File: config.mk
export PLATFORM = sky130hd
export DESIGN_NAME = uart_slave
export DESIGN_NICKNAME = d
export VERILOG_FILES = /design/src/axi_bus_pkg.sv /design/src/uart_slave.sv
export SDC_FILE = /design/constraint.sdc
export NUM_CORES = 1
export LEC_CHECK = 0
export BUFFER_PORTS_ARGS = -buffer_cell sky130_fd_sc_hd__buf_4
export CAP_MARGIN = 20
export CORE_ASPECT_RATIO = 2
export CORE_MARGIN = 2
export CORE_UTILIZATION = 50
export CTS_BUF_LIST = sky130_fd_sc_hd__clkbuf_2
export DETAILED_ROUTE_END_ITERATION = 8
export PLACE_DENSITY = 0.85
export SLEW_MARGIN = 20
export SYNTH_ARGS = -nofsm -noshare
export SYNTH_HDL_FRONTEND = slang
export SYNTH_SLANG_ARGS = --single-unit
export TNS_END_PERCENT = 5
File: constraint.sdc
create_clock -name clk -period 4.06 [get_ports clk]
set_input_delay 0.406 -clock clk [delete_from_list [all_inputs] [get_ports clk]]
set_output_delay 0.406 -clock clk [all_outputs]
set_load 0.03 [all_outputs]
File: src/axi_bus_pkg.sv
package axi_bus_pkg;

    // bus widths shared by masters, arbiter and slaves
    localparam int addr_w = 32;
    localparam int data_w = 32;

    // address map defaults
    // 8-byte uart window: +0 tx data, +4 sent-byte count
    localparam logic [addr_w-1:0] uart_base_default = 32'ha000_03f8;
    localparam int sram_words_default = 1024;  // 32-bit words, 4 KiB

    // arbiter grant state: who owns the bus and which slave it talks to
    // ifu only fetches, so its reads always go to sram
    typedef enum logic [2:0] {
        idle,
        ifu_rd,
        lsu_rd_sram,
        lsu_rd_uart,
        lsu_wr_sram,
        lsu_wr_uart
    } arb_state_t;

endpackage

File: src/uart_slave.sv
`timescale 1ns/10ps

module uart_slave (
    input  logic                            clk,
    input  logic                            rst,
    input  logic [axi_bus_pkg::addr_w-1:0]  araddr,
    input  logic                            arvalid,
    input  logic                            rready,
    input  logic [axi_bus_pkg::addr_w-1:0]  awaddr,
    input  logic                            awvalid,
    input  logic [axi_bus_pkg::data_w-1:0]  wdata,
    input  logic                            wvalid,
    input  logic                            bready,
    output logic                            arready,
    output logic                            rvalid,
    output logic [axi_bus_pkg::data_w-1:0]  rdata,
    output logic                            awready,
    output logic                            wready,
    output logic                            bvalid,
    output logic [7:0]                      tx_byte,
    output logic                            tx_strobe
);

    logic [7:0]  tx_data;    // last byte sent
    logic [31:0] sent_cnt;
    logic        ar_fire;

    assign arready = !rvalid;
    assign ar_fire = arvalid && arready;

    // same accept rule as the sram
    assign awready = awvalid && wvalid && !bvalid;
    assign wready  = awready;

    // byte leaves in the cycle of the aw/w transfer, offset 4 is read only
    assign tx_strobe = awready && !awaddr[2];
    assign tx_byte   = wdata[7:0];

    always_ff @(posedge clk) begin
        if (rst) begin
            rvalid   <= 1'b0;
            bvalid   <= 1'b0;
            sent_cnt <= '0;
        end else begin
            if (ar_fire)     rvalid <= 1'b1;
            else if (rready) rvalid <= 1'b0;
            if (awready)     bvalid <= 1'b1;
            else if (bready) bvalid <= 1'b0;
            if (tx_strobe)   sent_cnt <= sent_cnt + 32'd1;
        end
    end

    always_ff @(posedge clk) begin
        if (tx_strobe) tx_data <= tx_byte;
        if (ar_fire) begin
            rdata <= araddr[2] ? sent_cnt : {24'd0, tx_data};  // bit 2 picks the count
        end
    end

endmodule
# Word-level counts from Yosys, hierarchy flattened
# Cells that the tools add are included.
[word_totals]
mem_count = 0
mem_bits_ro = 0
wordCells = 21
latchBits = 0
regBits = 74
ram_bits = 0
[classes]
n_lt_le_gt_ge = 0
bitwise_logic = 0
n_div = 0
mux = 5
n_reduce_logical = 9
shift = 0
addsub = 1
mul = 0
eq_ne = 0
[ops]
columns = ["cell", "n"]
rows = [
  ["adder 32 x 1 -> 32 bit, second input constant", 1],
  ["2-to-1 mux 8 bit", 1],
  ["logical AND 1 bit", 4],
  ["2-to-1 mux 1 bit", 4],
  ["nonzero test 2 bit", 2],
  ["zero test 1 bit", 3],
]

# Logic depth before layout (Yosys ltp)
[logic_depth]
depth_word = 3
mapped_depth = 7
mapped_depth_nobuf = 5

# Worst setup path before layout
# Ideal clock, no wire load.
[synth_timing]
path_type = "register to register"
startpoint = "reg rvalid"
endpoint = "reg rdata[0] (netlist name) (enable)"
setup_time_ps = 424
stages_incl_launch_ff = 2
t_arrival_ps = 1914
setup_slack_ps = 1722
cell_sequence = "dfxtp_1 nor2b_1"
[synth_via]
elab_chain_len = 2
[synth_lines]
columns = ["item", "line", "rtl"]
rows = [
  ["start, declared", "uart_slave.sv:15", "output logic rvalid,"],
  ["start signal, assigned", "uart_slave.sv:41", "rvalid <= 1'b0;"],
  ["start signal, assigned", "uart_slave.sv:45", "if (ar_fire) rvalid <= 1'b1;"],
  ["start signal, assigned", "uart_slave.sv:46", "else if (rready) rvalid <= 1'b0;"],
  ["zero test 1 bit", "uart_slave.sv:28", "assign arready = !rvalid;"],
  ["logical AND 1 bit", "uart_slave.sv:29", "assign ar_fire = arvalid && arready;"],
  ["net ar_fire", "uart_slave.sv:26", "logic ar_fire;"],
  ["end signal, assigned", "uart_slave.sv:56", "rdata <= araddr[2] ? sent_cnt : {24'd0, tx_data};"],
  ["end, declared", "uart_slave.sv:16", "output logic [axi_bus_pkg::data_w-1:0] rdata,"],
]
# The timed path passes the listed nets, and every way through them passes these cells.
# A chain may end at the register's enable or synchronous reset.

# Worst setup path after layout
[layout_timing]
startpoint = "reg bvalid"
endpoint = "out tx_strobe"
[layout_via]
elab_chain_len = 3
[layout_lines]
columns = ["item", "line", "rtl"]
rows = [
  ["start, declared", "uart_slave.sv:19", "output logic bvalid,"],
  ["start signal, assigned", "uart_slave.sv:42", "bvalid <= 1'b0;"],
  ["start signal, assigned", "uart_slave.sv:47", "if (awready) bvalid <= 1'b1;"],
  ["start signal, assigned", "uart_slave.sv:48", "else if (bready) bvalid <= 1'b0;"],
  ["zero test 1 bit", "uart_slave.sv:32", "assign awready = awvalid && wvalid && !bvalid;"],
  ["logical AND 1 bit", "uart_slave.sv:32", ""],
  ["logical AND 1 bit", "uart_slave.sv:36", "assign tx_strobe = awready && !awaddr[2];"],
  ["end, declared", "uart_slave.sv:21", "output logic tx_strobe"],
]
# Every way passes these cells.

==> results_dict.tcl <==
set metrics [dict create \
    status "complete, no violations" \
    ant_nets 0 \
    rr_worst_depth 5 \
    io_buffer_count 62 \
    clock.fmax_mhz 433 \
    maxSlewHeadroom 0.575 \
    power_density_nw_per_um2 342 \
    critPathKind "register to primary output" \
    yosys-top-cells-area "edfxtp_1 38%, dfxtp_1 21%, and2_1 4.7%" \
    clkTransAtPathRegs_ps 160 \
    ys_types 33 \
    yosysWarningCount 0 \
    synthArstFlopShare 0 \
    die-area_um2 7090 \
    clockBufferDepth 2 \
    peakVddDrop_mv 0.229 \
    p_leak_nw 1.31 \
    grt_pass1_vias 2057 \
    ys_seq_area_frac 0.588 \
    cts_buffers 9 \
    area_growth_pct 15.8 \
    rows 41 \
    maxCapViolations 0 \
    via_per_inst 5.30 \
    syn_nets 387 \
    worst_setup_path_end_kind "primary output" \
    detail_route.first_pass.iterations 4 \
    antenna_found_initial 0 \
    cts_tree "built" \
    ff2ff_setup_slack_ps 1780 \
    vias 2233 \
    dp_hpwl_um 4000 \
    hold-worst-slack_ps 53.5 \
    cts.sinks 74 \
    worst_ep_arrival_time_ps 1900 \
    die_w_um 60.6 \
    min_period_ps 2310 \
    finalHoldViolations 0 \
    postSynthCellCount 283 \
    clock-root-buffer "clkbuf_2" \
    syn_avg_cell_area_um2 11.3 \
    critPathMaxFanout 14 \
    rsz0062_at_grt "false" \
    period_share 0.569 \
    synth_top_cell_by_area "edfxtp_1" \
    final_cell_mix "63 x buf_4, 40 x edfxtp_1, 34 x dfxtp_1, 24 x and2_1, 22 x a21oi_1" \
    nets 434 \
    clk-insertion-delay-late_ps 520 \
    grt_first_pass_wirelength_um 9270 \
    finalSetupViolCount 0 \
    layout_commonest_cell "buf_4" \
    report.power.total_mw 1.27 \
    drv_slew 0 \
    synth_top_area_frac 0.376 \
    fin_skew_ps 18.4 \
    finalSetupTns_ps 0 \
    regToRegStartpoint "bvalid" \
    gr-total-overflow 0 \
    filler_cell_count 544 \
    cts_setup_buffers 0 \
    synth_edf_count 40 \
    cp-start-kind "register" \
    worstMarginPinSlew_ps 638 \
    routedWlPerCell_um 13.8 \
    hp-start "rready" \
    die_h_um 117 \
    syn_area_um2 3200 \
    synthFlopType "edfxtp_1" \
    io_pins 149 \
    grt_max_degree 36 \
    cp.required_ps 3650 \
    core-area_um2 6260 \
    min_path_type "primary input to register" \
    place_congestion 0.788 \
    routed_wl_um 5810 \
    track_usage 0.178 \
    drc_errors 0 \
    r2r_end "sent_cnt[16]" \
    drive_above_1_share 0.263 \
    insertedDiodeCount 0 \
    drt-initial-drc-count 47 \
    htreeDepth 3 \
    hold_path_depth 2 \
    ctsHoldBuffers 0 \
    ys_ff_latch 74 \
    min_to "rvalid" \
    cts.repair.resized 0 \
    start_util 0.511 \
]
how the worst max path moves through the flow:
stage / from / to / slack, ps / cells past startpoint
floorplan: rvalid / rdata[0] / 1720 / 1
global placement: awaddr[2] / sent_cnt[14] / 1620 / 6
detailed placement: awaddr[2] / sent_cnt[16] / 1540 / 6
CTS: bvalid / tx_strobe / 1670 / 3
global route: bvalid / sent_cnt[15] / 1550 / 5
finish: bvalid / tx_strobe / 1750 / 3
layout make-up:
cell class	count	area [um2]	area share
tap	86	108	0.0291
sequential	74	1880	0.508
clock inverter	5	22.5	0.00608
inverter	10	37.5	0.0101
timing repair buffer	63	473	0.128
clock buffer	11	55.1	0.0149
multi-input combinational	172	1130	0.304
sequential cells by signal, summed over array words and instances, names as in the netlist:
| signal | flops |
|---|---|
| bvalid | 1 |
| tx_data | 8 |
| rdata | 32 |
| rvalid | 1 |
| sent_cnt | 32 |
per-layer routing:
layer  vias up  track usage  part of all wire
met5         -            0                 0
met1      1039        0.185              0.38
met3        11       0.0473             0.051
met4         0        0.101             0.025
li1       1125            -                 -
met2        58        0.311              0.54
cells in the mapped netlist (2+ instances only):
master    number
or4_1         19
a21oi_1       22
mux2_2         9
xor2_1         2
edfxtp_1      40
xnor2_1        8
nor2_1        13
nand2_1       13
nand3_1       10
nor2b_1        2
buf_1          2
nor3_1         3
buf_6          2
clkbuf_1      10
o31ai_1       17
and3_1         2
o21ai_0        3
or3_1          6
nor4_1         5
inv_1         10
buf_2          3
buf_4          9
dfxtp_1       34
and2_1        24
nand4_1        7
metrics by stage:
stage	instance area, um2	utilization	instances	setup slack, ps
after floorplan	3200	-	283	1720
after global placement	3630	0.579	405	1620
final	3700	0.592	421	1750
after detailed placement	3630	0.579	405	1540
after global routing	3700	0.592	421	1550
after CTS	3700	0.592	421	1670
worst max-delay path: stages (launching register included):
cell and delay (ps):
dfxtp_1 360, nand4bb_4 310, inv_1 470, buf_4 260
where the power goes:
part	leakage (nW)	internal, mW	switching (mW)
registers	0.665	0.811	0.00737
logic	0.589	0.0480	0.0849
clock network	0.0521	0.0777	0.238
kinds of logic (layout without fill, tap and decap cells):
kind of cell    count (synthesis)  in the layout  synth area share
compound gates                 43             43            0.0814
fa+ha+maj                       1              1           0.00391
simple gates                  109            109             0.207
xor+xnor                       10             10            0.0274
flops                          74             74             0.588
mux                             9              9            0.0317
buf+inv                        37             89            0.0602
(Power assumes the default switching activity.)
