## src/axi_bus_pkg.sv

```systemverilog
package axi_bus_pkg;

    // bus widths shared by masters, arbiter and slaves
    localparam int addr_w = 32;
    localparam int data_w = 32;

    // address map defaults
    // 8-byte uart window: +0 tx data, +4 sent-byte count
    localparam logic [addr_w-1:0] uart_base_default = 32'ha000_03f8;
    localparam int sram_words_default = 1024;  // 32-bit words, 4 KiB

    // arbiter grant state: who owns the bus and which slave it talks to
    // ifu only fetches, so its reads always go to sram
    typedef enum logic [2:0] {
        idle,
        ifu_rd,
        lsu_rd_sram,
        lsu_rd_uart,
        lsu_wr_sram,
        lsu_wr_uart
    } arb_state_t;

endpackage

```

## src/axi_arbiter.sv

```systemverilog
`timescale 1ns/10ps

module axi_arbiter #(
    parameter logic [axi_bus_pkg::addr_w-1:0] uart_base = axi_bus_pkg::uart_base_default
) (
    input  logic                            clk,
    input  logic                            rst,

    // ifu master, read only
    input  logic [axi_bus_pkg::addr_w-1:0]  ifu_araddr,
    input  logic                            ifu_arvalid,
    input  logic                            ifu_rready,
    output logic                            ifu_arready,
    output logic                            ifu_rvalid,
    output logic [axi_bus_pkg::data_w-1:0]  ifu_rdata,

    // lsu master
    input  logic [axi_bus_pkg::addr_w-1:0]  lsu_araddr,
    input  logic                            lsu_arvalid,
    input  logic                            lsu_rready,
    input  logic [axi_bus_pkg::addr_w-1:0]  lsu_awaddr,
    input  logic                            lsu_awvalid,
    input  logic [axi_bus_pkg::data_w-1:0]  lsu_wdata,
    input  logic                            lsu_wvalid,
    input  logic                            lsu_bready,
    output logic                            lsu_arready,
    output logic                            lsu_rvalid,
    output logic [axi_bus_pkg::data_w-1:0]  lsu_rdata,
    output logic                            lsu_awready,
    output logic                            lsu_wready,
    output logic                            lsu_bvalid,

    // sram slave port
    output logic [axi_bus_pkg::addr_w-1:0]  sram_araddr,
    output logic                            sram_arvalid,
    output logic                            sram_rready,
    output logic [axi_bus_pkg::addr_w-1:0]  sram_awaddr,
    output logic                            sram_awvalid,
    output logic [axi_bus_pkg::data_w-1:0]  sram_wdata,
    output logic                            sram_wvalid,
    output logic                            sram_bready,
    input  logic                            sram_arready,
    input  logic                            sram_rvalid,
    input  logic [axi_bus_pkg::data_w-1:0]  sram_rdata,
    input  logic                            sram_awready,
    input  logic                            sram_wready,
    input  logic                            sram_bvalid,

    // uart slave port
    output logic [axi_bus_pkg::addr_w-1:0]  uart_araddr,
    output logic                            uart_arvalid,
    output logic                            uart_rready,
    output logic [axi_bus_pkg::addr_w-1:0]  uart_awaddr,
    output logic                            uart_awvalid,
    output logic [axi_bus_pkg::data_w-1:0]  uart_wdata,
    output logic                            uart_wvalid,
    output logic                            uart_bready,
    input  logic                            uart_arready,
    input  logic                            uart_rvalid,
    input  logic [axi_bus_pkg::data_w-1:0]  uart_rdata,
    input  logic                            uart_awready,
    input  logic                            uart_wready,
    input  logic                            uart_bvalid
);

    localparam logic [axi_bus_pkg::addr_w-1:0] uart_win = 8;  // window size in bytes

    axi_bus_pkg::arb_state_t state;
    axi_bus_pkg::arb_state_t next_state;

    // unsigned offset compare covers both window bounds at once
    function automatic logic in_uart_win(input logic [axi_bus_pkg::addr_w-1:0] addr);
        logic [axi_bus_pkg::addr_w-1:0] off;
        off = addr - uart_base;
        return off < uart_win;
    endfunction

    // grant selection and release
    always_comb begin
        next_state = state;
        case (state)
            axi_bus_pkg::idle: begin
                if (ifu_arvalid) begin
                    next_state = axi_bus_pkg::ifu_rd;  // fetch wins
                end else if (lsu_arvalid) begin
                    next_state = in_uart_win(lsu_araddr) ? axi_bus_pkg::lsu_rd_uart
                                                         : axi_bus_pkg::lsu_rd_sram;
                end else if (lsu_awvalid && lsu_wvalid) begin
                    next_state = in_uart_win(lsu_awaddr) ? axi_bus_pkg::lsu_wr_uart
                                                         : axi_bus_pkg::lsu_wr_sram;
                end
            end
            axi_bus_pkg::ifu_rd:      if (sram_rvalid && ifu_rready) next_state = axi_bus_pkg::idle;
            axi_bus_pkg::lsu_rd_sram: if (sram_rvalid && lsu_rready) next_state = axi_bus_pkg::idle;
            axi_bus_pkg::lsu_rd_uart: if (uart_rvalid && lsu_rready) next_state = axi_bus_pkg::idle;
            axi_bus_pkg::lsu_wr_sram: if (sram_bvalid && lsu_bready) next_state = axi_bus_pkg::idle;
            axi_bus_pkg::lsu_wr_uart: if (uart_bvalid && lsu_bready) next_state = axi_bus_pkg::idle;
            default:                  next_state = axi_bus_pkg::idle;
        endcase
    end

    always_ff @(posedge clk) begin
        if (rst) begin
            state <= axi_bus_pkg::idle;
        end else begin
            state <= next_state;
        end
    end

    // channel routing, everything quiet unless the state connects it
    always_comb begin
        ifu_arready  = 1'b0;
        ifu_rvalid   = 1'b0;
        ifu_rdata    = '0;
        lsu_arready  = 1'b0;
        lsu_rvalid   = 1'b0;
        lsu_rdata    = '0;
        lsu_awready  = 1'b0;
        lsu_wready   = 1'b0;
        lsu_bvalid   = 1'b0;
        sram_araddr  = '0;
        sram_arvalid = 1'b0;
        sram_rready  = 1'b0;
        sram_awaddr  = '0;
        sram_awvalid = 1'b0;
        sram_wdata   = '0;
        sram_wvalid  = 1'b0;
        sram_bready  = 1'b0;
        uart_araddr  = '0;
        uart_arvalid = 1'b0;
        uart_rready  = 1'b0;
        uart_awaddr  = '0;
        uart_awvalid = 1'b0;
        uart_wdata   = '0;
        uart_wvalid  = 1'b0;
        uart_bready  = 1'b0;
        case (state)
            axi_bus_pkg::ifu_rd: begin
                sram_araddr  = ifu_araddr;
                sram_arvalid = ifu_arvalid;
                ifu_arready  = sram_arready;
                sram_rready  = ifu_rready;
                ifu_rvalid   = sram_rvalid;
                ifu_rdata    = sram_rdata;
            end
            axi_bus_pkg::lsu_rd_sram: begin
                sram_araddr  = lsu_araddr;
                sram_arvalid = lsu_arvalid;
                lsu_arready  = sram_arready;
                sram_rready  = lsu_rready;
                lsu_rvalid   = sram_rvalid;
                lsu_rdata    = sram_rdata;
            end
            axi_bus_pkg::lsu_rd_uart: begin
                uart_araddr  = lsu_araddr;
                uart_arvalid = lsu_arvalid;
                lsu_arready  = uart_arready;
                uart_rready  = lsu_rready;
                lsu_rvalid   = uart_rvalid;
                lsu_rdata    = uart_rdata;
            end
            axi_bus_pkg::lsu_wr_sram: begin
                sram_awaddr  = lsu_awaddr;
                sram_awvalid = lsu_awvalid;
                lsu_awready  = sram_awready;
                sram_wdata   = lsu_wdata;
                sram_wvalid  = lsu_wvalid;
                lsu_wready   = sram_wready;
                sram_bready  = lsu_bready;
                lsu_bvalid   = sram_bvalid;
            end
            axi_bus_pkg::lsu_wr_uart: begin
                uart_awaddr  = lsu_awaddr;
                uart_awvalid = lsu_awvalid;
                lsu_awready  = uart_awready;
                uart_wdata   = lsu_wdata;
                uart_wvalid  = lsu_wvalid;
                lsu_wready   = uart_wready;
                uart_bready  = lsu_bready;
                lsu_bvalid   = uart_bvalid;
            end
            default: ;  // idle
        endcase
    end

endmodule

```

## config.mk

```make
export PLATFORM = sky130hd
export DESIGN_NAME = axi_arbiter
export DESIGN_NICKNAME = d
export VERILOG_FILES = /design/src/axi_bus_pkg.sv /design/src/axi_arbiter.sv
export SDC_FILE = /design/constraint.sdc
export NUM_CORES = 1
export LEC_CHECK = 0
export ABC_AREA = 1
export ABC_CLOCK_PERIOD_IN_PS = 1820
export BUFFER_PORTS_ARGS = -buffer_cell sky130_fd_sc_hd__buf_2
export CAP_MARGIN = 20
export CORE_AREA = 2 2 187 189
export DETAILED_ROUTE_END_ITERATION = 7
export DIE_AREA = 0 0 189 191
export PLACE_DENSITY = 0.35
export REMOVE_ABC_BUFFERS = 1
export SKIP_CTS_REPAIR_TIMING = 1
export SLEW_MARGIN = 20
export SYNTH_ARGS = -nofsm -noshare
export SYNTH_HDL_FRONTEND = slang
export SYNTH_SLANG_ARGS = --single-unit
```

## constraint.sdc

```tcl
create_clock -name clk -period 1.82 [get_ports clk]
set_clock_uncertainty 0.15 [all_clocks]
set_input_delay 0.091 -clock clk [delete_from_list [all_inputs] [get_ports clk]]
set_output_delay 0.091 -clock clk [all_outputs]
set_load 0.05 [all_outputs]
```

* Yosys cells after proc, flatten, opt, wreduce, memory -nomap -nowiden
Index checks and enable logic that the tools add are counted.
** Word-level totals
- Register bits after elaboration :: 3
- Bits in latches :: 0
- Memory bits (writable) :: 0
- Memory bits (read-only) :: 0
- Input bits :: 211
- Output and inout port bits :: 273
- Logic and storage cells :: 60
- Memories :: 0
** Cells by class
- Add/sub/neg operators :: 2
- $mul :: 0
- Div/mod/pow operators :: 0
- Order comparisons :: 2
- Equality and inequality tests :: 11
- Shift operators :: 0
- Multiplexer cells :: 36
- Bitwise gates (word level) :: 0
- Reductions and logical operators :: 8
** Operators with widths (count)
- 2-to-1 mux 32 bit :: 6
- case mux 32 bit (2 select lines) :: 2
- less-than comparator 32 x 4 -> 1 bit, second input constant :: 2
- subtractor 32 bit, second input constant :: 2
- 2-to-1 mux 3 bit :: 8
- case mux 3 bit (6 select lines) :: 1
- case mux 1 bit (2 select lines) :: 7
- 2-to-1 mux 1 bit :: 12
- != test 2 bit, second input constant :: 5
- == test 3 x 2 -> 1 bit, second input constant :: 2
- == test 3 bit, second input constant :: 2
- logical AND 1 bit :: 6
- AND reduction 6 bit :: 1
- != test 4 bit, second input constant :: 1
- == test 3 x 1 -> 1 bit, second input constant :: 1
- logical NOT 3 bit :: 1

* Depth between registers and ports, before layout
Gate-level depths: netlist (run 1).
- Depth after elaboration :: 7
- Mapped depth :: 17
- Depth with buffers taken out :: 17

* Worst setup path after synthesis (run 1)
No wires, ideal clock.
- Path type :: register -> output
- From :: register state[0]
- To :: output lsu_rdata[20] (netlist name)
- Arrival :: 1.979 ns
- Required time :: 1.579 ns
- Setup slack :: -0.400 ns
- Cell stages (with the launch flop) :: 6
- Buffers on the path :: 2
- Cells stage by stage :: dfxtp_1 clkbuf_1 nor3_1 inv_1 clkbuf_1 o21ai_0
** Between the ends
- Word-level cells in the longest chain between the ends :: 2
- Elaborated cells between the ends (all ways) :: 3
- Classes of those cells :: 2 x eq/ne; 1 x mux
** RTL lines
- start, declared :: RTL line axi_arbiter.sv:68 : axi_bus_pkg::arb_state_t state;
- start signal, assigned :: RTL line axi_arbiter.sv:104 : state <= axi_bus_pkg::idle;
- start signal, assigned :: RTL line axi_arbiter.sv:106 : state <= next_state;
- == test 3 x 2 -> 1 bit :: RTL line axi_arbiter.sv:137 : case (state)
- case mux 32 bit (2 select lines) (*) :: RTL line axi_arbiter.sv:137
- end, declared :: RTL line axi_arbiter.sv:28 : output logic [axi_bus_pkg::data_w-1:0] lsu_rdata,
Every way passes the cells marked *; elsewhere a longest branch is shown, timed or not.

* Worst setup path after layout (run 1)
- From :: register state[1]
- To :: output sram_araddr[2] (netlist name)
** Between the ends
- Word-level cells in the longest chain between the ends :: 2
- Elaborated cells between the ends (all ways) :: 3
- Classes of those cells :: 2 x eq/ne; 1 x mux
** RTL lines
- == test 3 x 2 -> 1 bit or == test 3 x 1 -> 1 bit (tied branches) :: RTL line axi_arbiter.sv:137
- case mux 32 bit (2 select lines) (*) :: RTL line axi_arbiter.sv:137
- end, declared :: RTL line axi_arbiter.sv:34 : output logic [axi_bus_pkg::addr_w-1:0] sram_araddr,
Marked as above.

==> results.md, run 1 <==
* Initial antenna violation count at 3
* Crit path DAT at around 1.6 ns
* Root Driver: clkbuf_16
* Share of the synthesized area in the top cell type at 28.2%
* WP buf/inv at 5
* Area delta synth->final at 141%
* Synth warnings at 0
* Number of synthesized flops with an enable pin at 0
* GRT Total Usage at between 10% and 20%
* Final hold vios at 0
* TritonRoute pass-1 iters at 5
* Final setup violating endpoints at 9
* Worst-path clk slew at 0.03 ns
* CTS sink count at 3
* Worst min path class: in -> reg
* Die X-Extent at roughly 190 µm
* Synthesized cell area at 4070 µm²
* Cts bufs inserted at 3
* HP Start: lsu_arvalid
* Critical path's top delay family: buffers and inverters
* Global-route wire length before repair at 41900 µm
* Final Non-Filler Cells at ~2000
* Die area at between 30000 and 40000 µm²
* Start point of the critical path: state[1]$_SDFFE_PP0P_
* R2r startpoint: state[1]$_SDFFE_PP0P_
* Clock share of power at around 4.3%
* Fmax at ~0.54 GHz
* Total grt overflow at 0
* RSZ-0062 raised after global routing: yes
* Most flops, register: state
* Largest net degree at the start of global routing at 41
* Final period utilization at 102%
* Max reg flops at 3
* Async S/R FF share, synth at 0%
* Ranking of synthesized cells by area: nor2_1 28%, inv_1 19%, nand2_1 18%, nand3_1 6.2%, o21ai_0 5.9%
* CTS tree: built
* Mean Syn Cell Area at approximately 4.3 µm²
* Max-slew violations at 0
* Ant diodes at 0
* P_leak at approximately 5.8 nW
* Final WS setup at -0.0450 ns
* Yosys reg bits at 3
* DP Wirelength at 26700 µm
* Maximum vdd ir drop at 0.000593 V
* Critical path class: reg -> out
* Gate Count Post-Synth at roughly 950
* Top cells by count, synth: 305 x nor2_1, 202 x inv_1, 194 x nand2_1
* Area leader, netlist: nor2_1
* CP required at around 1.6 ns
* CP cell instances: inv_2, buf_6, nand3_4, buf_12, clkbuf_16, o22ai_4, buf_6
* Vias in the first global route at roughly 7200
* Clock Latency Late Sink at 0.23 ns
* Nature of the critical path endpoint: primary output
* Vias at 8025
* Setup TNS at -0.169 ns
* Reg2reg path depth at 10
* Pre-CTS setup slack at -0.176 ns
* Initial Util at 11.9%
* Largest regs: state: 3 flops
* Ports at slightly below 500
* Combinational share of power at roughly 94%
* Fin area at roughly 10000 µm²
* Post-DRT Antenna Nets at 0
* WP depth at 7
* Switch Pwr at roughly 5.5 mW
* Slew HR at between 70% and 80%
* Placed cells at about 2000
* Minimum clock period at ~1.9 ns
* Status: finished with violations
* Htree depth at 1
* Placed cell area at 8300 µm²
* Slew @ Worst Pin at between 0.3 and 0.4 ns
* Vias per cell at roughly 4
* Largest stage delay, worst path at ~0.32 ns
* WL per Instance at ~16 µm
* Startpoint types: flip-flop
* Routed WL at between 30000 and 40000 µm
* Synth cell types at 32
* Count leader, synth: nor2_1
* Core area at 34100 µm²
* Die Y at ~190 µm
* Pwr/cell area at ~870 nW/µm²
* FP Rows at 68
* Initial drt markers at 257
* CTS Buffer Depth at 2
* Switching power share of the total at 65.1%
* WHS Path Cells at 5
* Crit-path most repeated cell: buf_6
* Seq/Total Area, Yosys at between 1 and 1.5%
* Violated checks: negative setup slack
* GP Congestion at slightly above 0.9
* Pint at 2.96 mW
* Critical-path maximum fanout at 8
* # nets final at ~1800
* Number of port buffers at 483
* Critical path's slowest cell: dfxtp_2
* Share of post-route cells with drive strength above 1 at 49.7%
* Hold WS at about 0.14 ns
* Register share of total power at between 1.5 and 2%
* Predominant post-synthesis flop cell: dfxtp_1
* DRC at 0
* # Max-Cap Violations at 0
* # fillers at 3888
==> cells by family after synthesis <==
| kind of cell | Yosys count | share of synthesized area, % |
|---|---|---|
| simple gates | 595 | 60.3 |
| buf+inv | 241 | 22.6 |
| compound gates | 101 | 14.2 |
| xor+xnor | 4 | 0.862 |
| flops | 3 | 1.48 |
| fa+ha+maj | 2 | 0.615 |
==> metal layers <==
metal  up-vias  wire length, µm  GRT usage, %
met1      3571            12400          17.3
met3        38             2160          2.88
met4         6              601          2.22
met2       364            16300          29.4
li1       4046                -             -
met5         -               40             0
==> stage by stage <==
stage	total power, mW	utilization (%)
final	8.48	28.7
after CTS	7.22	24.6
after detailed placement	6.84	24.3
after global placement	6.88	24.3
after global routing	8.87	28.7
after floorplan	4.50	-
==> tightest hold or removal path: cells and delay by family <==
| kind | cells | cell delay, ns |
|---|---|---|
| AO/OA/AOI/OAI | 1 | 0.04 |
| AND/OR/NAND/NOR | 3 | 0.21 |
| buffers and inverters | 1 | 0.13 |
==> path summary, 6_finish.rpt <==
| check | to | slack (ns) |
|---|---|---|
| min reg2reg | state[2]$_SDFFE_PP0P_ | 0.46 |
| max reg2reg | state[0]$_SDFFE_PP0P_ | 0.11 |
| min | state[0]$_SDFFE_PP0P_ | 0.14 |
| max | sram_araddr[2] | -0.05 |
==> cell usage in the layout (no fill, tap or decap), types with 3 or more instances in the layout <==
cell type / n
buf_6: 64
nand2_1: 182
o21ai_0: 35
o21bai_1: 3
nor3_1: 3
nand3_1: 45
o22ai_2: 15
nor2_4: 18
inv_2: 6
o21ai_2: 9
o22ai_1: 12
nand3_4: 4
buf_2: 308
nand3_2: 6
o21ai_1: 6
nand2_2: 13
o22ai_4: 7
nand2_4: 5
inv_1: 196
nand4_1: 15
buf_12: 29
a21oi_1: 8
nor2_2: 43
clkbuf_16: 8
buf_4: 163
nor3_2: 3
nor2_1: 256
a22o_1: 3
clkbuf_4: 51
==> power by group through the flow <==
| stage | registers, mW | clock network [mW] | logic, mW |
|---|---|---|---|
| final | 0.136 | 0.360 | 7.98 |
| after global routing | 0.140 | 0.367 | 8.36 |
| after CTS | 0.114 | 0.362 | 6.74 |
| after detailed placement | 0.114 | 0 | 6.73 |
| after global placement | 0.117 | 0 | 6.76 |
| after floorplan | 0.110 | 0 | 4.39 |
==> cell type report <==
class / count / area, µm² / share of cell area (%)
Tap cell: 455 / 569 / 5.82
Sequential cell: 3 / 66.3 / 0.677
Multi-Input combinational cell: 703 / 3650 / 37.3
Clock buffer: 4 / 78.8 / 0.805
Timing Repair inverter: 1 / 6.26 / 0.0639
Timing Repair Buffer: 624 / 4640 / 47.4
Inverter: 204 / 776 / 7.92
No activity file was read; power rests on OpenSTA's default activity.
==> run 2, diff against run 1 <==
- GPL_TIMING_DRIVEN: not set -> 0
- SETUP_SLACK_MARGIN: not set -> 0.3
==> run 2 against run 1 <==
  * The flow still finishes with violations (negative setup slack)
  * Wire length up 4.3%
  * Worst hold slack improved by 0.011 ns
  * Via count shrank 1.7%
  * Global-route usage decreased by 0.85 points
  * Total power increased by 2.6%
  * Sequential power is 11% higher
  * Critical path depth shrank 1
  * Count of clock-buffer cells in the layout is the same
  * Final area down 1.1%
  * Fmax shrank 3.9%
  * Register-to-register slack got worse by 0.23 ns
  * Critical path type unchanged
  * Largest cell class unchanged
  * Highest routed layer unchanged
==> results.md, run 2 (synthesis results as in run 1) <==
* Status: finished with violations
* Violated checks: negative setup slack
* Core area at 34100 µm² (unchanged)
* WHS Path Cells at 4 (-1)
* Nature of the critical path endpoint: primary output
* Largest stage delay, worst path at 0.35 ns (+0.03 ns)
* Pint at 2.95 mW (-0.28%)
* Fin area at 9680 µm² (-1.1%)
* Critical path class: reg -> out
* Slew HR at 75.8% (-3.3 points)
* FP Rows at 68 (unchanged)
* GP Congestion at 0.878 (-5.5%)
* GRT Total Usage at 14.3% (-0.85 points)
* Routed WL at 32800 µm (+4.3%)
* Startpoint types: flip-flop
* Hold WS at 0.151 ns (+0.0115 ns)
* Register share of total power at 1.7% (about the same)
* Number of port buffers at 483 (unchanged)
* P_leak at 5.35 nW (-7.0%)
* Cts bufs inserted at 3 (unchanged)
* Fin util at 28.4% (-0.32 points)
* Die area at 36100 µm² (unchanged)
* Die Y at 191 µm (unchanged)
* CTS tree: built
* Initial Util at 11.9% (unchanged)
* CP cell instances: clkinvlp_4, nor3_4, bufinv_16, buf_6, o22ai_4, buf_6
* Ports at 484 (unchanged)
* Largest regs: state: 3 flops
* Maximum vdd ir drop at 0.000449 V (-24%)
* Hold Crit Endpoint: state[2]$_SDFFE_PP0P_
* Placed cell area at 7030 µm² (-15%)
* HP Start: lsu_arvalid
* R2r startpoint: state[1]$_SDFFE_PP0P_
* Vias in the first global route at 6812 (-5.9%)
* Critical-path maximum fanout at 18 (+10)
* Worst min path class: in -> reg
* Share of post-route cells with drive strength above 1 at 50.9% (+1.2 points)
* Pwr/cell area at 898 nW/µm² (+3.7%)
* Clock share of power at 4.0% (-0.3 points)
* Reg-to-Reg End: state[1]$_SDFFE_PP0P_
* Largest net degree at the start of global routing at 70 (+71%)
* Switch Pwr at 5.74 mW (+4.1%)
* Crit path DAT at 1.70 ns (+0.08 ns)
* Final period utilization at 107% (+4.1 points)
* Placed cells at 1851 (-6.2%)
* CTS Buffer Depth at 2 (unchanged)
* RSZ-0062 raised after global routing: yes
* CTS sink count at 3 (unchanged)
* Crit-path most repeated cell: buf_6
* Ant diodes at 0 (unchanged)
* Worst-path clk slew at 0.03 ns (about the same)
* # nets final at 1669 (-4.8%)
* Combinational share of power at 94.3% (+0.2 points)
* Slew @ Worst Pin at 0.361 ns (+0.0488 ns)
* Max reg flops at 3 (unchanged)
* Clock Latency Late Sink at 0.22 ns (about the same)
* Total grt overflow at 0 (unchanged)
* Post-DRT Antenna Nets at 0 (unchanged)
* Initial antenna violation count at 4 (+1)
* CP required at 1.58 ns (about the same)
* Final WS setup at -0.120 ns (-0.0752 ns)
* Max-slew violations at 0 (unchanged)
* Vias at 7888 (-1.7%)
* Most flops, register: state
* TritonRoute pass-1 iters at 5 (unchanged)
* Minimum clock period at 1.94 ns (+0.0752 ns)
* Final Non-Filler Cells at 1910 (-4.2%)
* Area delta synth->final at 138%
* Root Driver: clkbuf_16
* # Max-Cap Violations at 0 (unchanged)
* Final setup violating endpoints at 160 (+151)
* DRC at 0 (unchanged)
* Most common cell after layout, fill and taps aside: buf_2
* Reg2reg path depth at 11 (+1)
* Final hold vios at 0 (unchanged)
* Htree depth at 1 (unchanged)
* Switching power share of the total at 66.1% (+0.96 points)
* Initial drt markers at 262 (+1.9%)
* Fmax at 0.515 GHz (-3.9%)
* Vias per cell at 4.13 (+2.6%)
* Critical path's slowest cell: dfxtp_4
* R2r setup slk at -0.12 ns (-0.23 ns)
* DP Wirelength at 24800 µm (-7.0%)
* Die X-Extent at 189 µm (unchanged)
* WL per Instance at 17.2 µm (+8.9%)
* Global-route wire length before repair at 39700 µm (-5.2%)
* Most frequent cells in the layout: 243 x buf_2, 216 x nor2_1, 199 x inv_1
==> run 2: changes by cell type in the layout (fill, tap and decap cells not counted), moves of 22 or more <==
cell	delta
buf_2	-65
nor2_2	+38
buf_12	-22
buf_6	+76
buf_4	-88
nor2_1	-40
==> run 2: power groups by stage <==
stage | Combinational (mW) | Clock [mW] | Sequential [mW]
2_1_floorplan | 4.39 | 0 | 0.110
3_3_place_gp | 6.36 | 0 | 0.118
3_5_place_dp | 6.14 | 0 | 0.135
4_1_cts | 6.15 | 0.358 | 0.134
5_1_grt | 8.55 | 0.364 | 0.155
6_report | 8.19 | 0.348 | 0.151
==> run 2: final cells by class <==
type	instances	area, µm²
fillers	3865	24400
multi-input cells	706	3940
well taps	455	569
clock buffers	4	78.8
inverters	204	803
flip-flops and latches	3	71.3
repair inverters	3	36.3
repair buffers	535	4180
==> run 2: stage by stage <==
| stage | power [mW] | setup TNS (ns) | setup slack [ns] |
|---|---|---|---|
| 5_1_grt | 9.07 | -22.54 | -0.238 |
| 4_1_cts | 6.64 | -98.02 | -1.38 |
| 2_1_floorplan | 4.50 | -259.35 | -1.29 |
| 6_report | 8.69 | -8.62 | -0.120 |
| 3_3_place_gp | 6.48 | -441.19 | -2.48 |
| 3_5_place_dp | 6.27 | -45.87 | -1.14 |
==> run 2: worst max-delay path: cells and delay by family (launching register included) <==
kind / cells / cell delay, ns
simple gates: 1 / 0.28
flops: 1 / 0.35
compound gates: 1 / 0.12
buf+inv: 4 / 0.69
==> run 2: how the worst max path moves through the flow <==
stage	start	endpoint	slack, ns
5_1_grt	state[1]$_SDFFE_PP0P_	state[0]$_SDFFE_PP0P_	-0.24
3_3_place_gp	state[2]$_SDFFE_PP0P_	sram_araddr[18]	-2.48
3_5_place_dp	state[2]$_SDFFE_PP0P_	lsu_rdata[25]	-1.14
2_1_floorplan	state[2]$_SDFFE_PP0P_	sram_araddr[0]	-1.29
4_1_cts	state[2]$_SDFFE_PP0P_	lsu_rdata[25]	-1.38
6_report	state[1]$_SDFFE_PP0P_	sram_araddr[13]	-0.12
==> run 2: routing by layer <==
metal | GRT usage, % | routed length (µm) | vias to the layer above
met2 | 27.7 | 17500 | 369
met3 | 3.10 | 2110 | 33
met4 | 2.31 | 405 | 8
li1 | - | - | 3882
met1 | 16.0 | 12800 | 3596
met5 | 0 | 51 | -
